$ cat config.mk
export PLATFORM = sky130hd
export DESIGN_NAME = cpu_frontend
export DESIGN_NICKNAME = d
export VERILOG_FILES = /design/src/verilog/cpu_pkg.sv /design/src/verilog/cpu_instruction_fifo.sv /design/src/verilog/cpu_fetch_unit.sv /design/src/verilog/cpu_pipeline.sv /design/src/verilog/cpu_frontend.sv
export VERILOG_INCLUDE_DIRS = /design/src /design/src/verilog
export SDC_FILE = /design/constraint.sdc
export NUM_CORES = 1
export LEC_CHECK = 0
export BUFFER_PORTS_ARGS = -buffer_cell sky130_fd_sc_hd__buf_2
export CAP_MARGIN = 20
export CORE_MARGIN = 10
export CORE_UTILIZATION = 59
export CTS_CLUSTER_DIAMETER = 150
export DETAILED_ROUTE_END_ITERATION = 8
export MAX_ROUTING_LAYER = met4
export PLACE_DENSITY = 0.79
export SETUP_SLACK_MARGIN = 0.1
export SLEW_MARGIN = 20
export SYNTH_ARGS = -nofsm -noshare
export SYNTH_HDL_FRONTEND = slang
export SYNTH_SLANG_ARGS = --single-unit
$ cat constraint.sdc
create_clock -name CLK -period 4.3 [get_ports CLK]
set_input_delay 0.43 -clock CLK [delete_from_list [all_inputs] [get_ports CLK]]
set_output_delay 0.43 -clock CLK [all_outputs]
set_load 0.05 [all_outputs]
$ cat src/verilog/cpu_consts.svh
/*
 * Front end constants
 *  - data, address and register index widths
 *  - instruction FIFO depth and branch mask length
 *  - opcode and field positions used by the decode
 */

`ifndef CPU_CONSTS_SVH
`define CPU_CONSTS_SVH

`default_nettype none

`define CPU_BITS                16
`define CPU_ADDRESS_BITS        16
`define CPU_REGISTER_BITS       4

// 8 entry instruction FIFO
`define CPU_FIFO_DEPTH_BITS     3

`define CPU_BRANCH_MASK_CYCLES  4

// Opcode fields
`define CPU_OPCODE_HI           15
`define CPU_OPCODE_LO           12
`define CPU_OPCODE_IMM          4'hF
`define CPU_IMM_BITS            12
`define CPU_IMM_LO_BITS         4
`define CPU_DEST_HI             11
`define CPU_DEST_LO             8
`define CPU_FLAG_BIT            7

`default_nettype wire

`endif

$ cat src/verilog/cpu_pkg.sv
/*
 * Shared front end types
 *  - instruction, address and register index
 *  - FIFO entry pairing an address with its word
 *  - NOP encoding
 */

`include "cpu_consts.svh"

`default_nettype none

package cpu_pkg;

	typedef logic [`CPU_BITS - 1:0] instr_t;

	typedef logic [`CPU_ADDRESS_BITS - 1:0] addr_t;

	typedef logic [`CPU_REGISTER_BITS - 1:0] reg_idx_t;

	// Address in the upper half, word in the lower half
	typedef struct packed {
		addr_t  addr;
		instr_t instr;
	} fetch_entry_t;

	localparam instr_t NOP_INSTRUCTION = 16'h0000;

endpackage

`default_nettype wire

$ cat src/verilog/cpu_instruction_fifo.sv
/*
 * Instruction FIFO
 *  - circular buffer, payload type set by parameter
 *  - single cycle flush
 *  - head visible on rd_data without a pop
 */

`default_nettype none

module cpu_instruction_fifo #(
	parameter type payload_t = logic [31:0],
	parameter int  DEPTH_BITS = 3
) (
	input  logic     CLK,
	input  logic     RSTb,

	input  logic     flush,

	input  payload_t wr_data,
	input  logic     wr,

	input  logic     rd,
	output payload_t rd_data,

	output logic     empty
);

	localparam int DEPTH = 1 << DEPTH_BITS;

	payload_t mem [DEPTH];

	// Extra bit tells a full buffer from an empty one
	logic [DEPTH_BITS:0] wr_ptr_r;
	logic [DEPTH_BITS:0] rd_ptr_r;

	assign empty   = wr_ptr_r == rd_ptr_r;
	assign rd_data = mem[rd_ptr_r[DEPTH_BITS - 1:0]];

	always_ff @(posedge CLK) begin
		if (!RSTb) begin
			wr_ptr_r <= '0;
			rd_ptr_r <= '0;
		end else if (flush) begin
			wr_ptr_r <= '0;
			rd_ptr_r <= '0;
		end else begin
			if (wr)
				wr_ptr_r <= wr_ptr_r + 1'b1;
			if (rd && !empty)
				rd_ptr_r <= rd_ptr_r + 1'b1;
		end
	end

	// Storage
	always_ff @(posedge CLK) begin
		if (wr && !flush)
			mem[wr_ptr_r[DEPTH_BITS - 1:0]] <= wr_data;
	end

endmodule

`default_nettype wire

$ cat src/verilog/cpu_fetch_unit.sv
/*
 * Fetch unit
 *  - fetch PC and sequential memory requests
 *  - credit count, one credit per free FIFO slot
 *  - tags returned words with their request address
 *  - redirect on load_pc, drops stale returns
 */

`include "cpu_consts.svh"

`default_nettype none

module cpu_fetch_unit (
	input  logic                 CLK,
	input  logic                 RSTb,

	input  logic                 load_pc,
	input  cpu_pkg::addr_t       pc_in,

	input  logic                 fifo_pop,

	output logic                 mem_req,
	output cpu_pkg::addr_t       mem_addr,
	input  logic                 mem_valid,
	input  cpu_pkg::instr_t      mem_data,

	output logic                 fifo_wr,
	output cpu_pkg::fetch_entry_t fifo_entry,
	output logic                 fifo_flush
);

	import cpu_pkg::*;

	localparam int CREDIT_BITS = `CPU_FIFO_DEPTH_BITS + 1;
	localparam logic [CREDIT_BITS - 1:0] MAX_CREDITS = CREDIT_BITS'(1 << `CPU_FIFO_DEPTH_BITS);

	logic [CREDIT_BITS - 1:0] credits_r;
	logic                     enable_r;
	logic                     discard_r;
	addr_t                    pc_r;
	addr_t                    req_addr_r;

	// No request while redirecting or out of credit
	assign mem_req    = enable_r && (credits_r != '0) && !load_pc;
	assign mem_addr   = pc_r;
	assign fifo_flush = load_pc;

	// Returns in the redirect cycle or just after belong to the old path
	assign fifo_wr    = mem_valid && !load_pc && !discard_r;
	assign fifo_entry = {req_addr_r, mem_data};

	always_ff @(posedge CLK) begin
		if (!RSTb) begin
			enable_r  <= 1'b0;
			discard_r <= 1'b0;
			credits_r <= MAX_CREDITS;
			pc_r      <= '0;
		end else begin
			enable_r  <= 1'b1;
			discard_r <= load_pc;
			if (load_pc) begin
				pc_r      <= pc_in;
				credits_r <= MAX_CREDITS;
			end else begin
				if (mem_req)
					pc_r <= pc_r + 1'b1;
				case ({mem_req, fifo_pop})
					2'b10:   credits_r <= credits_r - 1'b1;
					2'b01:   credits_r <= credits_r + 1'b1;
					default: credits_r <= credits_r;
				endcase
			end
		end
	end

	// Memory answers one cycle later, so one address in flight
	always_ff @(posedge CLK) begin
		if (mem_req)
			req_addr_r <= pc_r;
	end

endmodule

`default_nettype wire

$ cat src/verilog/cpu_pipeline.sv
/*
 * Instruction pipeline
 *  - five stages with their addresses
 *  - branch mask and flush after a PC load
 *  - stall bubbles, immediate prefix register
 *  - hazard index and flag bit chains
 */

`include "cpu_consts.svh"

`default_nettype none

module cpu_pipeline (
	input  logic                  CLK,
	input  logic                  RSTb,

	input  logic                  is_executing,
	input  logic                  stall,
	input  logic                  load_pc,

	input  cpu_pkg::fetch_entry_t fifo_entry,
	input  logic                  fifo_empty,
	output logic                  fifo_pop,

	output cpu_pkg::instr_t       pipeline_stage1,
	output cpu_pkg::instr_t       pipeline_stage2,
	output cpu_pkg::instr_t       pipeline_stage3,
	output cpu_pkg::instr_t       pipeline_stage4,
	output cpu_pkg::addr_t        pc_stage4,

	output cpu_pkg::instr_t       imm_reg,

	output cpu_pkg::reg_idx_t     hazard_reg1,
	output cpu_pkg::reg_idx_t     hazard_reg2,
	output cpu_pkg::reg_idx_t     hazard_reg3,
	output logic                  modifies_flags1,
	output logic                  modifies_flags2,
	output logic                  modifies_flags3
);

	import cpu_pkg::*;

	localparam int MASK_BITS = $clog2(`CPU_BRANCH_MASK_CYCLES + 1);

	function automatic logic is_imm(instr_t ins);
		return ins[`CPU_OPCODE_HI:`CPU_OPCODE_LO] == `CPU_OPCODE_IMM;
	endfunction

	// Destination register, zero for NOP and immediate prefix
	function automatic reg_idx_t dest_of(instr_t ins);
		if (ins == NOP_INSTRUCTION || is_imm(ins))
			return '0;
		return ins[`CPU_DEST_HI:`CPU_DEST_LO];
	endfunction

	function automatic logic flag_of(instr_t ins);
		if (ins == NOP_INSTRUCTION || is_imm(ins))
			return 1'b0;
		return ins[`CPU_FLAG_BIT];
	endfunction

	logic [MASK_BITS - 1:0]     mask_count_r;
	logic                       branch_mask;
	instr_t                     stage0;
	addr_t                      pc_stage0;
	addr_t                      pc_stage1_r;
	addr_t                      pc_stage2_r;
	addr_t                      pc_stage3_r;
	logic [`CPU_IMM_BITS - 1:0] imm_hi_r;

	assign branch_mask = mask_count_r != '0;

	// Stage 0 is the FIFO head, taken only on a clean shift
	assign fifo_pop  = is_executing && !stall && !load_pc && !branch_mask && !fifo_empty;
	assign stage0    = fifo_pop ? fifo_entry.instr : NOP_INSTRUCTION;
	assign pc_stage0 = fifo_pop ? fifo_entry.addr : '0;

	// Branch mask counts down after a PC load
	always_ff @(posedge CLK) begin
		if (!RSTb)
			mask_count_r <= '0;
		else if (load_pc)
			mask_count_r <= MASK_BITS'(`CPU_BRANCH_MASK_CYCLES);
		else if (branch_mask)
			mask_count_r <= mask_count_r - 1'b1;
	end

	always_ff @(posedge CLK) begin
		if (!RSTb) begin
			pipeline_stage1 <= NOP_INSTRUCTION;
			pipeline_stage2 <= NOP_INSTRUCTION;
			pipeline_stage3 <= NOP_INSTRUCTION;
			pipeline_stage4 <= NOP_INSTRUCTION;
			pc_stage1_r     <= '0;
			pc_stage2_r     <= '0;
			pc_stage3_r     <= '0;
			pc_stage4       <= '0;
			hazard_reg1     <= '0;
			hazard_reg2     <= '0;
			hazard_reg3     <= '0;
			modifies_flags1 <= 1'b0;
			modifies_flags2 <= 1'b0;
			modifies_flags3 <= 1'b0;
		end else begin
			if (is_executing) begin
				if (stall) begin
					// Stage 1 holds, bubble into stage 2
					pipeline_stage2 <= NOP_INSTRUCTION;
					pc_stage2_r     <= '0;
					hazard_reg2     <= '0;
					modifies_flags2 <= 1'b0;
				end else begin
					pipeline_stage1 <= stage0;
					pipeline_stage2 <= pipeline_stage1;
					pc_stage1_r     <= pc_stage0;
					pc_stage2_r     <= pc_stage1_r;
					hazard_reg1     <= dest_of(stage0);
					hazard_reg2     <= hazard_reg1;
					modifies_flags1 <= flag_of(stage0);
					modifies_flags2 <= modifies_flags1;
				end
				pipeline_stage3 <= pipeline_stage2;
				pipeline_stage4 <= pipeline_stage3;
				pc_stage3_r     <= pc_stage2_r;
				pc_stage4       <= pc_stage3_r;
				hazard_reg3     <= hazard_reg2;
				modifies_flags3 <= modifies_flags2;
			end
			// Flush the two youngest stages on a redirect
			if (load_pc) begin
				pipeline_stage1 <= NOP_INSTRUCTION;
				pipeline_stage2 <= NOP_INSTRUCTION;
				pc_stage1_r     <= '0;
				pc_stage2_r     <= '0;
				hazard_reg1     <= '0;
				hazard_reg2     <= '0;
				modifies_flags1 <= 1'b0;
				modifies_flags2 <= 1'b0;
			end
		end
	end

	// Immediate prefix register
	always_ff @(posedge CLK) begin
		if (!RSTb) begin
			imm_hi_r <= '0;
			imm_reg  <= '0;
		end else begin
			if (is_imm(pipeline_stage1) && !load_pc)
				imm_hi_r <= pipeline_stage1[`CPU_IMM_BITS - 1:0];
			else if (is_executing && !stall && !load_pc && pipeline_stage1 != NOP_INSTRUCTION)
				imm_hi_r <= '0;
			if (is_executing)
				imm_reg <= {imm_hi_r, pipeline_stage1[`CPU_IMM_LO_BITS - 1:0]};
		end
	end

endmodule

`default_nettype wire

$ cat src/verilog/cpu_frontend.sv
/*
 * CPU front end top level
 *  - fetch unit, instruction FIFO and pipeline
 */

`include "cpu_consts.svh"

`default_nettype none

module cpu_frontend (
	input  logic              CLK,
	input  logic              RSTb,

	output logic              mem_req,
	output cpu_pkg::addr_t    mem_addr,
	input  logic              mem_valid,
	input  cpu_pkg::instr_t   mem_data,

	input  logic              is_executing,
	input  logic              stall,
	input  logic              load_pc,
	input  cpu_pkg::addr_t    pc_in,

	output cpu_pkg::instr_t   pipeline_stage1,
	output cpu_pkg::instr_t   pipeline_stage2,
	output cpu_pkg::instr_t   pipeline_stage3,
	output cpu_pkg::instr_t   pipeline_stage4,
	output cpu_pkg::addr_t    pc_stage4,
	output cpu_pkg::instr_t   imm_reg,

	output cpu_pkg::reg_idx_t hazard_reg1,
	output cpu_pkg::reg_idx_t hazard_reg2,
	output cpu_pkg::reg_idx_t hazard_reg3,
	output logic              modifies_flags1,
	output logic              modifies_flags2,
	output logic              modifies_flags3
);

	import cpu_pkg::*;

	logic         fifo_wr;
	logic         fifo_pop;
	logic         fifo_flush;
	logic         fifo_empty;
	fetch_entry_t fifo_wr_entry;
	fetch_entry_t fifo_head;

	cpu_fetch_unit u_fetch (
		.CLK        (CLK),
		.RSTb       (RSTb),
		.load_pc    (load_pc),
		.pc_in      (pc_in),
		.fifo_pop   (fifo_pop),
		.mem_req    (mem_req),
		.mem_addr   (mem_addr),
		.mem_valid  (mem_valid),
		.mem_data   (mem_data),
		.fifo_wr    (fifo_wr),
		.fifo_entry (fifo_wr_entry),
		.fifo_flush (fifo_flush)
	);

	cpu_instruction_fifo #(
		.payload_t  (fetch_entry_t),
		.DEPTH_BITS (`CPU_FIFO_DEPTH_BITS)
	) u_fifo (
		.CLK     (CLK),
		.RSTb    (RSTb),
		.flush   (fifo_flush),
		.wr_data (fifo_wr_entry),
		.wr      (fifo_wr),
		.rd      (fifo_pop),
		.rd_data (fifo_head),
		.empty   (fifo_empty)
	);

	cpu_pipeline u_pipeline (
		.CLK             (CLK),
		.RSTb            (RSTb),
		.is_executing    (is_executing),
		.stall           (stall),
		.load_pc         (load_pc),
		.fifo_entry      (fifo_head),
		.fifo_empty      (fifo_empty),
		.fifo_pop        (fifo_pop),
		.pipeline_stage1 (pipeline_stage1),
		.pipeline_stage2 (pipeline_stage2),
		.pipeline_stage3 (pipeline_stage3),
		.pipeline_stage4 (pipeline_stage4),
		.pc_stage4       (pc_stage4),
		.imm_reg         (imm_reg),
		.hazard_reg1     (hazard_reg1),
		.hazard_reg2     (hazard_reg2),
		.hazard_reg3     (hazard_reg3),
		.modifies_flags1 (modifies_flags1),
		.modifies_flags2 (modifies_flags2),
		.modifies_flags3 (modifies_flags3)
	);

endmodule

`default_nettype wire

# --- Word-level counts from Yosys, hierarchy flattened ---
# Memory sizes are Yosys's and may differ from the RTL's. A register that Yosys moved wholly into a read port is not among the register bits.
# Index checks and enable logic that the tools add are counted.
classes:
  bitwise_logic: 2
  n_mux: 26
  shift: 0
  n_div: 0
  n_mul: 0
  n_reduce_logical: 28
  eq_ne: 5
  n_addsub: 6
  magnitude_cmp: 0
op_table:
  columns: ["op", "n"]
  rows:
  - ["$mux 16", 6]
  - ["$mux 12", 2]
  - ["$add 16x1->16 const B", 1]
  - ["$logic_not 16->1", 1]
  - ["$reduce_bool 16->1", 1]
  - ["$add 4x1->4 const B", 3]
  - ["$logic_and 1x1->1", 12]
  - ["$mux 3", 4]
  - ["$mux 4", 3]
  - ["$mux 1", 10]
  - ["$eq 4x4->1 const B", 2]
  - ["$pmux 4 s2", 1]
  - ["$reduce_bool 2->1", 4]
  - ["$logic_not 1->1", 5]
  - ["$eq 4x4->1", 1]
  - ["$reduce_bool 4->1", 1]
  - ["$sub 4x1->4 const B", 1]
  - ["$reduce_bool 3->1", 1]
  - ["$sub 3x1->3 const B", 1]
  - ["$eq 2x1->1 const B", 1]
  - ["$eq 2x2->1 const B", 1]
  - ["$not 1->1", 2]
  - ["$reduce_and 2->1", 1]
  - ["$reduce_or 2->1", 1]
  - ["$logic_or 1x1->1", 1]
totals:
  mem_bits_rw: 256
  latchBits: 0
  ff_bits: 220
  mem_count: 1
  romBits: 0
memory_table:
  columns: ["name", "words", "word_bits", "read_ports", "rd_clocked_by_memory_dff", "write_ports", "line_no", "rtl"]
  rows:
  - ["u_fifo.mem", 8, 32, 1, 1, 1, "cpu_instruction_fifo.sv:30", "payload_t mem [DEPTH];"]

# --- Longest topological paths before layout ---
depth:
  word_depth: 13
  mapped_depth: 14
  depth_no_buf: 14

# --- Modules after synthesis ---
# From an unflattened synthesis, not the netlist that was laid out.
unflattened:
  hier_cells: 1237
  hier_area_um2: 18425.2
modules_own_cells:
  columns: ["module", "area_each_um2", "cells_per_inst", "n_inst"]
  rows:
  - ["cpu_instruction_fifo", 10186.0, 434, 1]
  - ["cpu_pipeline", 6413.7, 626, 1]
  - ["cpu_fetch_unit", 1825.5, 177, 1]

# --- Worst setup path before layout ---
# OpenSTA, ideal clock, no wires.
synth_timing:
  path_kind: "input port to flip-flop"
  startpoint: "input port load_pc"
  endpoint: "memory u_fifo.mem[0][0] (netlist name) (enable)"
  setup_ns: 0.461
  path_stages: 5
  path_slack_ns: 0.495
  required_ns: 3.839
  n_path_buf: 2
  arrival_ns: 3.344
  path_cell_list: "clkbuf_1 > inv_1 > clkbuf_1 > nand3b_1 > nor3_1"
synth_between:
  elab_chain_cells: 6
synth_lines:
  columns: ["element", "line_no", "rtl"]
  rows:
  - ["from (decl)", "cpu_frontend.sv:21", "input logic load_pc,"]
  - ["$logic_not 1->1 *", "cpu_instruction_fifo.sv:56, cpu_fetch_unit.sv:49", null]
  - ["$logic_and 1x1->1 (2 in a row)", "cpu_fetch_unit.sv:49", "assign fifo_wr = mem_valid && !load_pc && !discard_r;"]
  - ["$logic_and 1x1->1 *", "cpu_instruction_fifo.sv:56", "if (wr && !flush)"]
  - ["$mux 1 *", "cpu_instruction_fifo.sv:56", null]
  - ["$mux 1 (implied by the code) *", "cpu_instruction_fifo.sv:57", "mem[wr_ptr_r[DEPTH_BITS - 1:0]] <= wr_data;"]
  - ["to (decl)", "cpu_instruction_fifo.sv:30", null]
# Every way passes the cells marked *; elsewhere a longest branch is shown, timed or not.

# --- Worst setup path in the final report ---
layout_timing:
  startpoint: "register u_pipeline.mask_count_r[0]"
  endpoint: "register u_fetch.credits_r[3]"
layout_between:
  elab_chain_cells: 6
  elab_cells_between_ends: 8
layout_lines:
  columns: ["element", "line_no", "rtl"]
  rows:
  - ["from (decl)", "cpu_pipeline.sv:62", "logic [MASK_BITS - 1:0] mask_count_r;"]
  - ["from (signal assigned)", "cpu_pipeline.sv:83", "mask_count_r <= MASK_BITS'(`CPU_BRANCH_MASK_CYCLES);"]
  - ["from (signal assigned)", "cpu_pipeline.sv:85", "mask_count_r <= mask_count_r - 1'b1;"]
  - ["$reduce_bool 3->1 *", "cpu_pipeline.sv:71", "assign branch_mask = mask_count_r != '0;"]
  - ["$logic_not 1->1 *", "cpu_pipeline.sv:74", "assign fifo_pop = is_executing && !stall && !load_pc && !branch_mask && !fifo_empty;"]
  - ["$logic_and 1x1->1 * (2 in a row)", "cpu_pipeline.sv:74", null]
  - ["$eq 2x1->1 / $eq 2x2->1 (equally long branches)", "cpu_fetch_unit.sv:67", "case ({mem_req, fifo_pop})"]
  - ["$pmux 4 s2 / $reduce_bool 2->1 (equally long branches)", null, null]
  - ["to (signal assigned)", "cpu_fetch_unit.sv:68", "2'b10: credits_r <= credits_r - 1'b1;"]
  - ["to (signal assigned)", "cpu_fetch_unit.sv:69", "2'b01: credits_r <= credits_r + 1'b1;"]
  - ["to (signal assigned)", "cpu_fetch_unit.sv:70", "default: credits_r <= credits_r;"]
  - ["to (decl)", "cpu_fetch_unit.sv:37", "logic [CREDIT_BITS - 1:0] credits_r;"]
# Marked as above.
# A chain may end at the register's enable or synchronous reset.

==> results.py <==
metrics = {
    "yosys": {
        "synth_edf_count": 272,
        "synth_ff_type": "edfxtp_1",
        "syn_nets": 1272,
        "syn_area_sq_um": 18130,
        "avgSynthCellArea_sq_um": 14.81,
        "synth_sequential_area_ratio_pct": 67.91,
        "yosysTopAreaCell": "edfxtp_1",
        "syn_inst": 1224,
        "ys_warn_count": 0,
        "ys_top_cells_by_area": "edfxtp_1 (45%), dfxtp_1 (23%), mux4_2 (7.5%), mux2i_1 (6.5%), nor2b_1 (4.8%)",
        "ys_async_sr_fraction_pct": 0,
        "ys_types": 44,
        "synth_top_area_share_pct": 45.05,
        "ys_ff_latch": 479,
    },
    "critical_path": {
        "rr_startpoint": "u_pipeline.mask_count_r[0]",
        "ff2ff_setup_slack_ps": 1410,
        "crit_arrival_ps": 3370,
        "crit_type": "flip-flop to flip-flop",
        "cp_max_fo": 8,
        "startpoint_type": "flip-flop",
        "reg2reg_depth": 14,
        "r2r_end": "u_fetch.credits_r[3]",
        "critPathRequiredTime_ps": 4780,
        "crit_path_end_kind": "flip-flop",
    },
    "cts": {
        "cts_max_level": 2,
        "cts_tree": "done",
        "numCtsBuffers": 47,
        "cts_max_path_buffers": 3,
        "root_buffer": "clkbuf_16",
        "clock_sink_count": 479,
        "clk_latency_ps": 560,
        "ctsResizeCount": 0,
        "post-cts-setup-buffers": 0,
        "cts_hold_buffers": 0,
        "clk_pin_slew_worst_paths_ps": 60,
    },
    "finish": {
        "area_growth_pct": 14.78,
        "largest_reg_flops": 256,
        "design_area_sq_um": 20810,
        "diodes": 0,
        "nNetsFinal": 1437,
        "fin_util_pct": 68.38,
        "drive_gt1_share_pct": 24.11,
        "final_cell_mix": "edfxtp_1 (272), dfxtp_1 (204), buf_2 (164), nor2b_1 (137), mux2i_1 (117)",
        "final_cells": 1823,
        "final_common_cell": "edfxtp_1",
        "fillers": 2031,
    },
    "timing": {
        "slew_headroom_pct": 23.00,
        "finalHoldViolCount": 0,
        "timing.final.crit_period_ps": 2891,
        "worst_slew_pin_slew_ps": 1153,
        "rsz0062_at_grt": "false",
        "clock.fmax_mhz": 345.9,
        "skew_ps": 23.21,
        "tns_ps": 0,
        "setup_violations": 0,
        "timing.final.crit_share_pct": 67.23,
        "drv_slew": 0,
    },
    "power": {
        "p_int_w": 0.007158,
        "cellPowerDensity_nw_per_um2": 435.9,
        "comb_power_share_pct": 3.4,
        "leakage_nw": 7.556,
        "total_power_w": 0.009071,
        "switching_share_pct": 21.09,
        "clock_power_share_pct": 42.3,
        "pwr-share-seq_pct": 54.3,
        "switching_power_w": 0.001913,
        "vdd.ir_drop.worst_v": 0.0003572,
    },
    "global_route": {
        "grt_pass1_vias": 10720,
        "grt_max_degree": 79,
        "grt_usage_pct": 21.61,
        "grtUsageMet1_pct": 27.47,
        "met3_usage_pct": 4.180,
        "grt.busiest_layer": "met2",
        "grt-ovfl-total": 0,
        "antenna_found_initial": 0,
        "grt_pass1_wl_um": 63510,
        "met2_usage_pct": 34.80,
    },
    "detailed_routing": {
        "ant_nets": 0,
        "dr.pass1.iters": 6,
        "num_vias": 10610,
        "dr.first_iter.drc_count": 894,
        "viasPerCell": 5.818,
        "wl_um": 40750,
        "drc_errors": 0,
        "wl_per_cell_um": 22.35,
    },
    "placement": {
        "placed_area_sq_um": 19360,
        "place_inst": 1736,
        "gp_congestion": 0.8160,
        "dp_hpwl_um": 25230,
        "io_buffers": 165,
    },
    "hold_path": {
        "hold_depth": 2,
        "whs_endpoint": "u_fetch.mem_addr[11]",
        "min_from": "pc_in[11]",
        "min_path_type": "input pin to flip-flop",
    },
    "die": {
        "die_h_um": 195.3,
        "start_util_pct": 59.58,
        "fp.dieArea_sq_um": 38140,
        "coreArea_sq_um": 30430,
        "ios": 166,
        "dieWidth_um": 195.3,
        "fp-row-count": 64,
    },
    "run": {
        "cap_violations": 0,
    },
    "run_status": {
        "status": "finished clean",
    },
}
[metal layers]
layer | vias to the layer above | wire [um]
met4 | 0 | 1017
met3 | 66 | 2632
met1 | 5310 | 17100
li1 | 4813 | -
met2 | 418 | 20000
met5 | - | 0
[final cells by class]
| class | instances | area (sq um) | share of cell area [%] |
|---|---|---|---|
| clock buffer | 69 | 1343 | 6.452 |
| clock inverter | 18 | 110.1 | 0.5291 |
| inverter | 10 | 37.54 | 0.1804 |
| multi-input combinational | 664 | 5463 | 26.25 |
| sequential | 479 | 12320 | 59.20 |
| tap | 396 | 495.5 | 2.381 |
| timing repair buffer | 187 | 1042 | 5.009 |
[through the flow]
step	setup slack (ps)	hold slack, ps
finish	1409	112.2
global route	1238	107.1
CTS	1429	93.02
detailed placement	1402	475.7
global placement	1442	466.6
floorplan	494.7	454.4
[power by group through the flow]
stage,sequential [W],combinational [W],clock [W]
floorplan,0.00504,0.000176,0
detailed placement,0.00502,0.000304,0
finish,0.00493,0.000307,0.00384
global route,0.00493,0.000331,0.00406
CTS,0.00493,0.000307,0.00390
global placement,0.00502,0.000295,0
[cell usage after synthesis, types with 2 or more instances]
library cell    n
edfxtp_1      272
dfxtp_1       207
nor2b_1       138
nor2_1        120
mux2i_1       117
a21oi_1        82
mux4_2         60
buf_2          30
clkbuf_1       29
nand2_1        21
xor2_1         15
o21ai_0        13
xnor2_1        13
a22oi_1        12
ha_1            9
inv_1           9
and2_1          7
nand3_1         7
a32o_2          5
buf_4           5
nand4_1         5
nor3_1          5
nor4_1          5
a22o_1          4
mux2_2          4
mux4_1          4
buf_1           3
buf_6           3
nand2b_1        3
and4_1          2
or3_1           2
[worst max-delay path, cell delays in order, from the launching register on]
cell and delay [ps]:
dfxtp_1 350, inv_1 50, ha_1 210, ha_1 290
and4bb_2 290, o41ai_4 60, inv_2 160, ha_1 240
inv_1 120, ha_1 240, a21o_1 170, a21oi_1 180
xnor2_1 90, or3_1 310, nand3_1 80
[cell families after synthesis]
kind of cell    count (synthesis)  synth area share (%)
compound gates                122                 4.010
xor+xnor                       28                 1.353
fa+ha+maj                      10                0.7316
buf+inv                        81                 2.119
flops                         479                 67.91
mux                           185                 14.74
simple gates                  319                 9.131
[worst max-delay path by stage]
stage                                from                    to  slack [ps]
6_report       u_pipeline.mask_count_r[0]  u_fetch.credits_r[3]        1410
3_5_place_dp                 is_executing  u_fetch.credits_r[3]        1400
3_3_place_gp                 is_executing  u_fetch.credits_r[3]        1440
2_1_floorplan                     load_pc      u_fifo.mem[0][0]         490
5_1_grt        u_pipeline.mask_count_r[0]  u_fetch.credits_r[3]        1240
4_1_cts        u_pipeline.mask_count_r[0]  u_fetch.credits_r[3]        1430
Note: power is estimated with default switching activity, not from simulation.
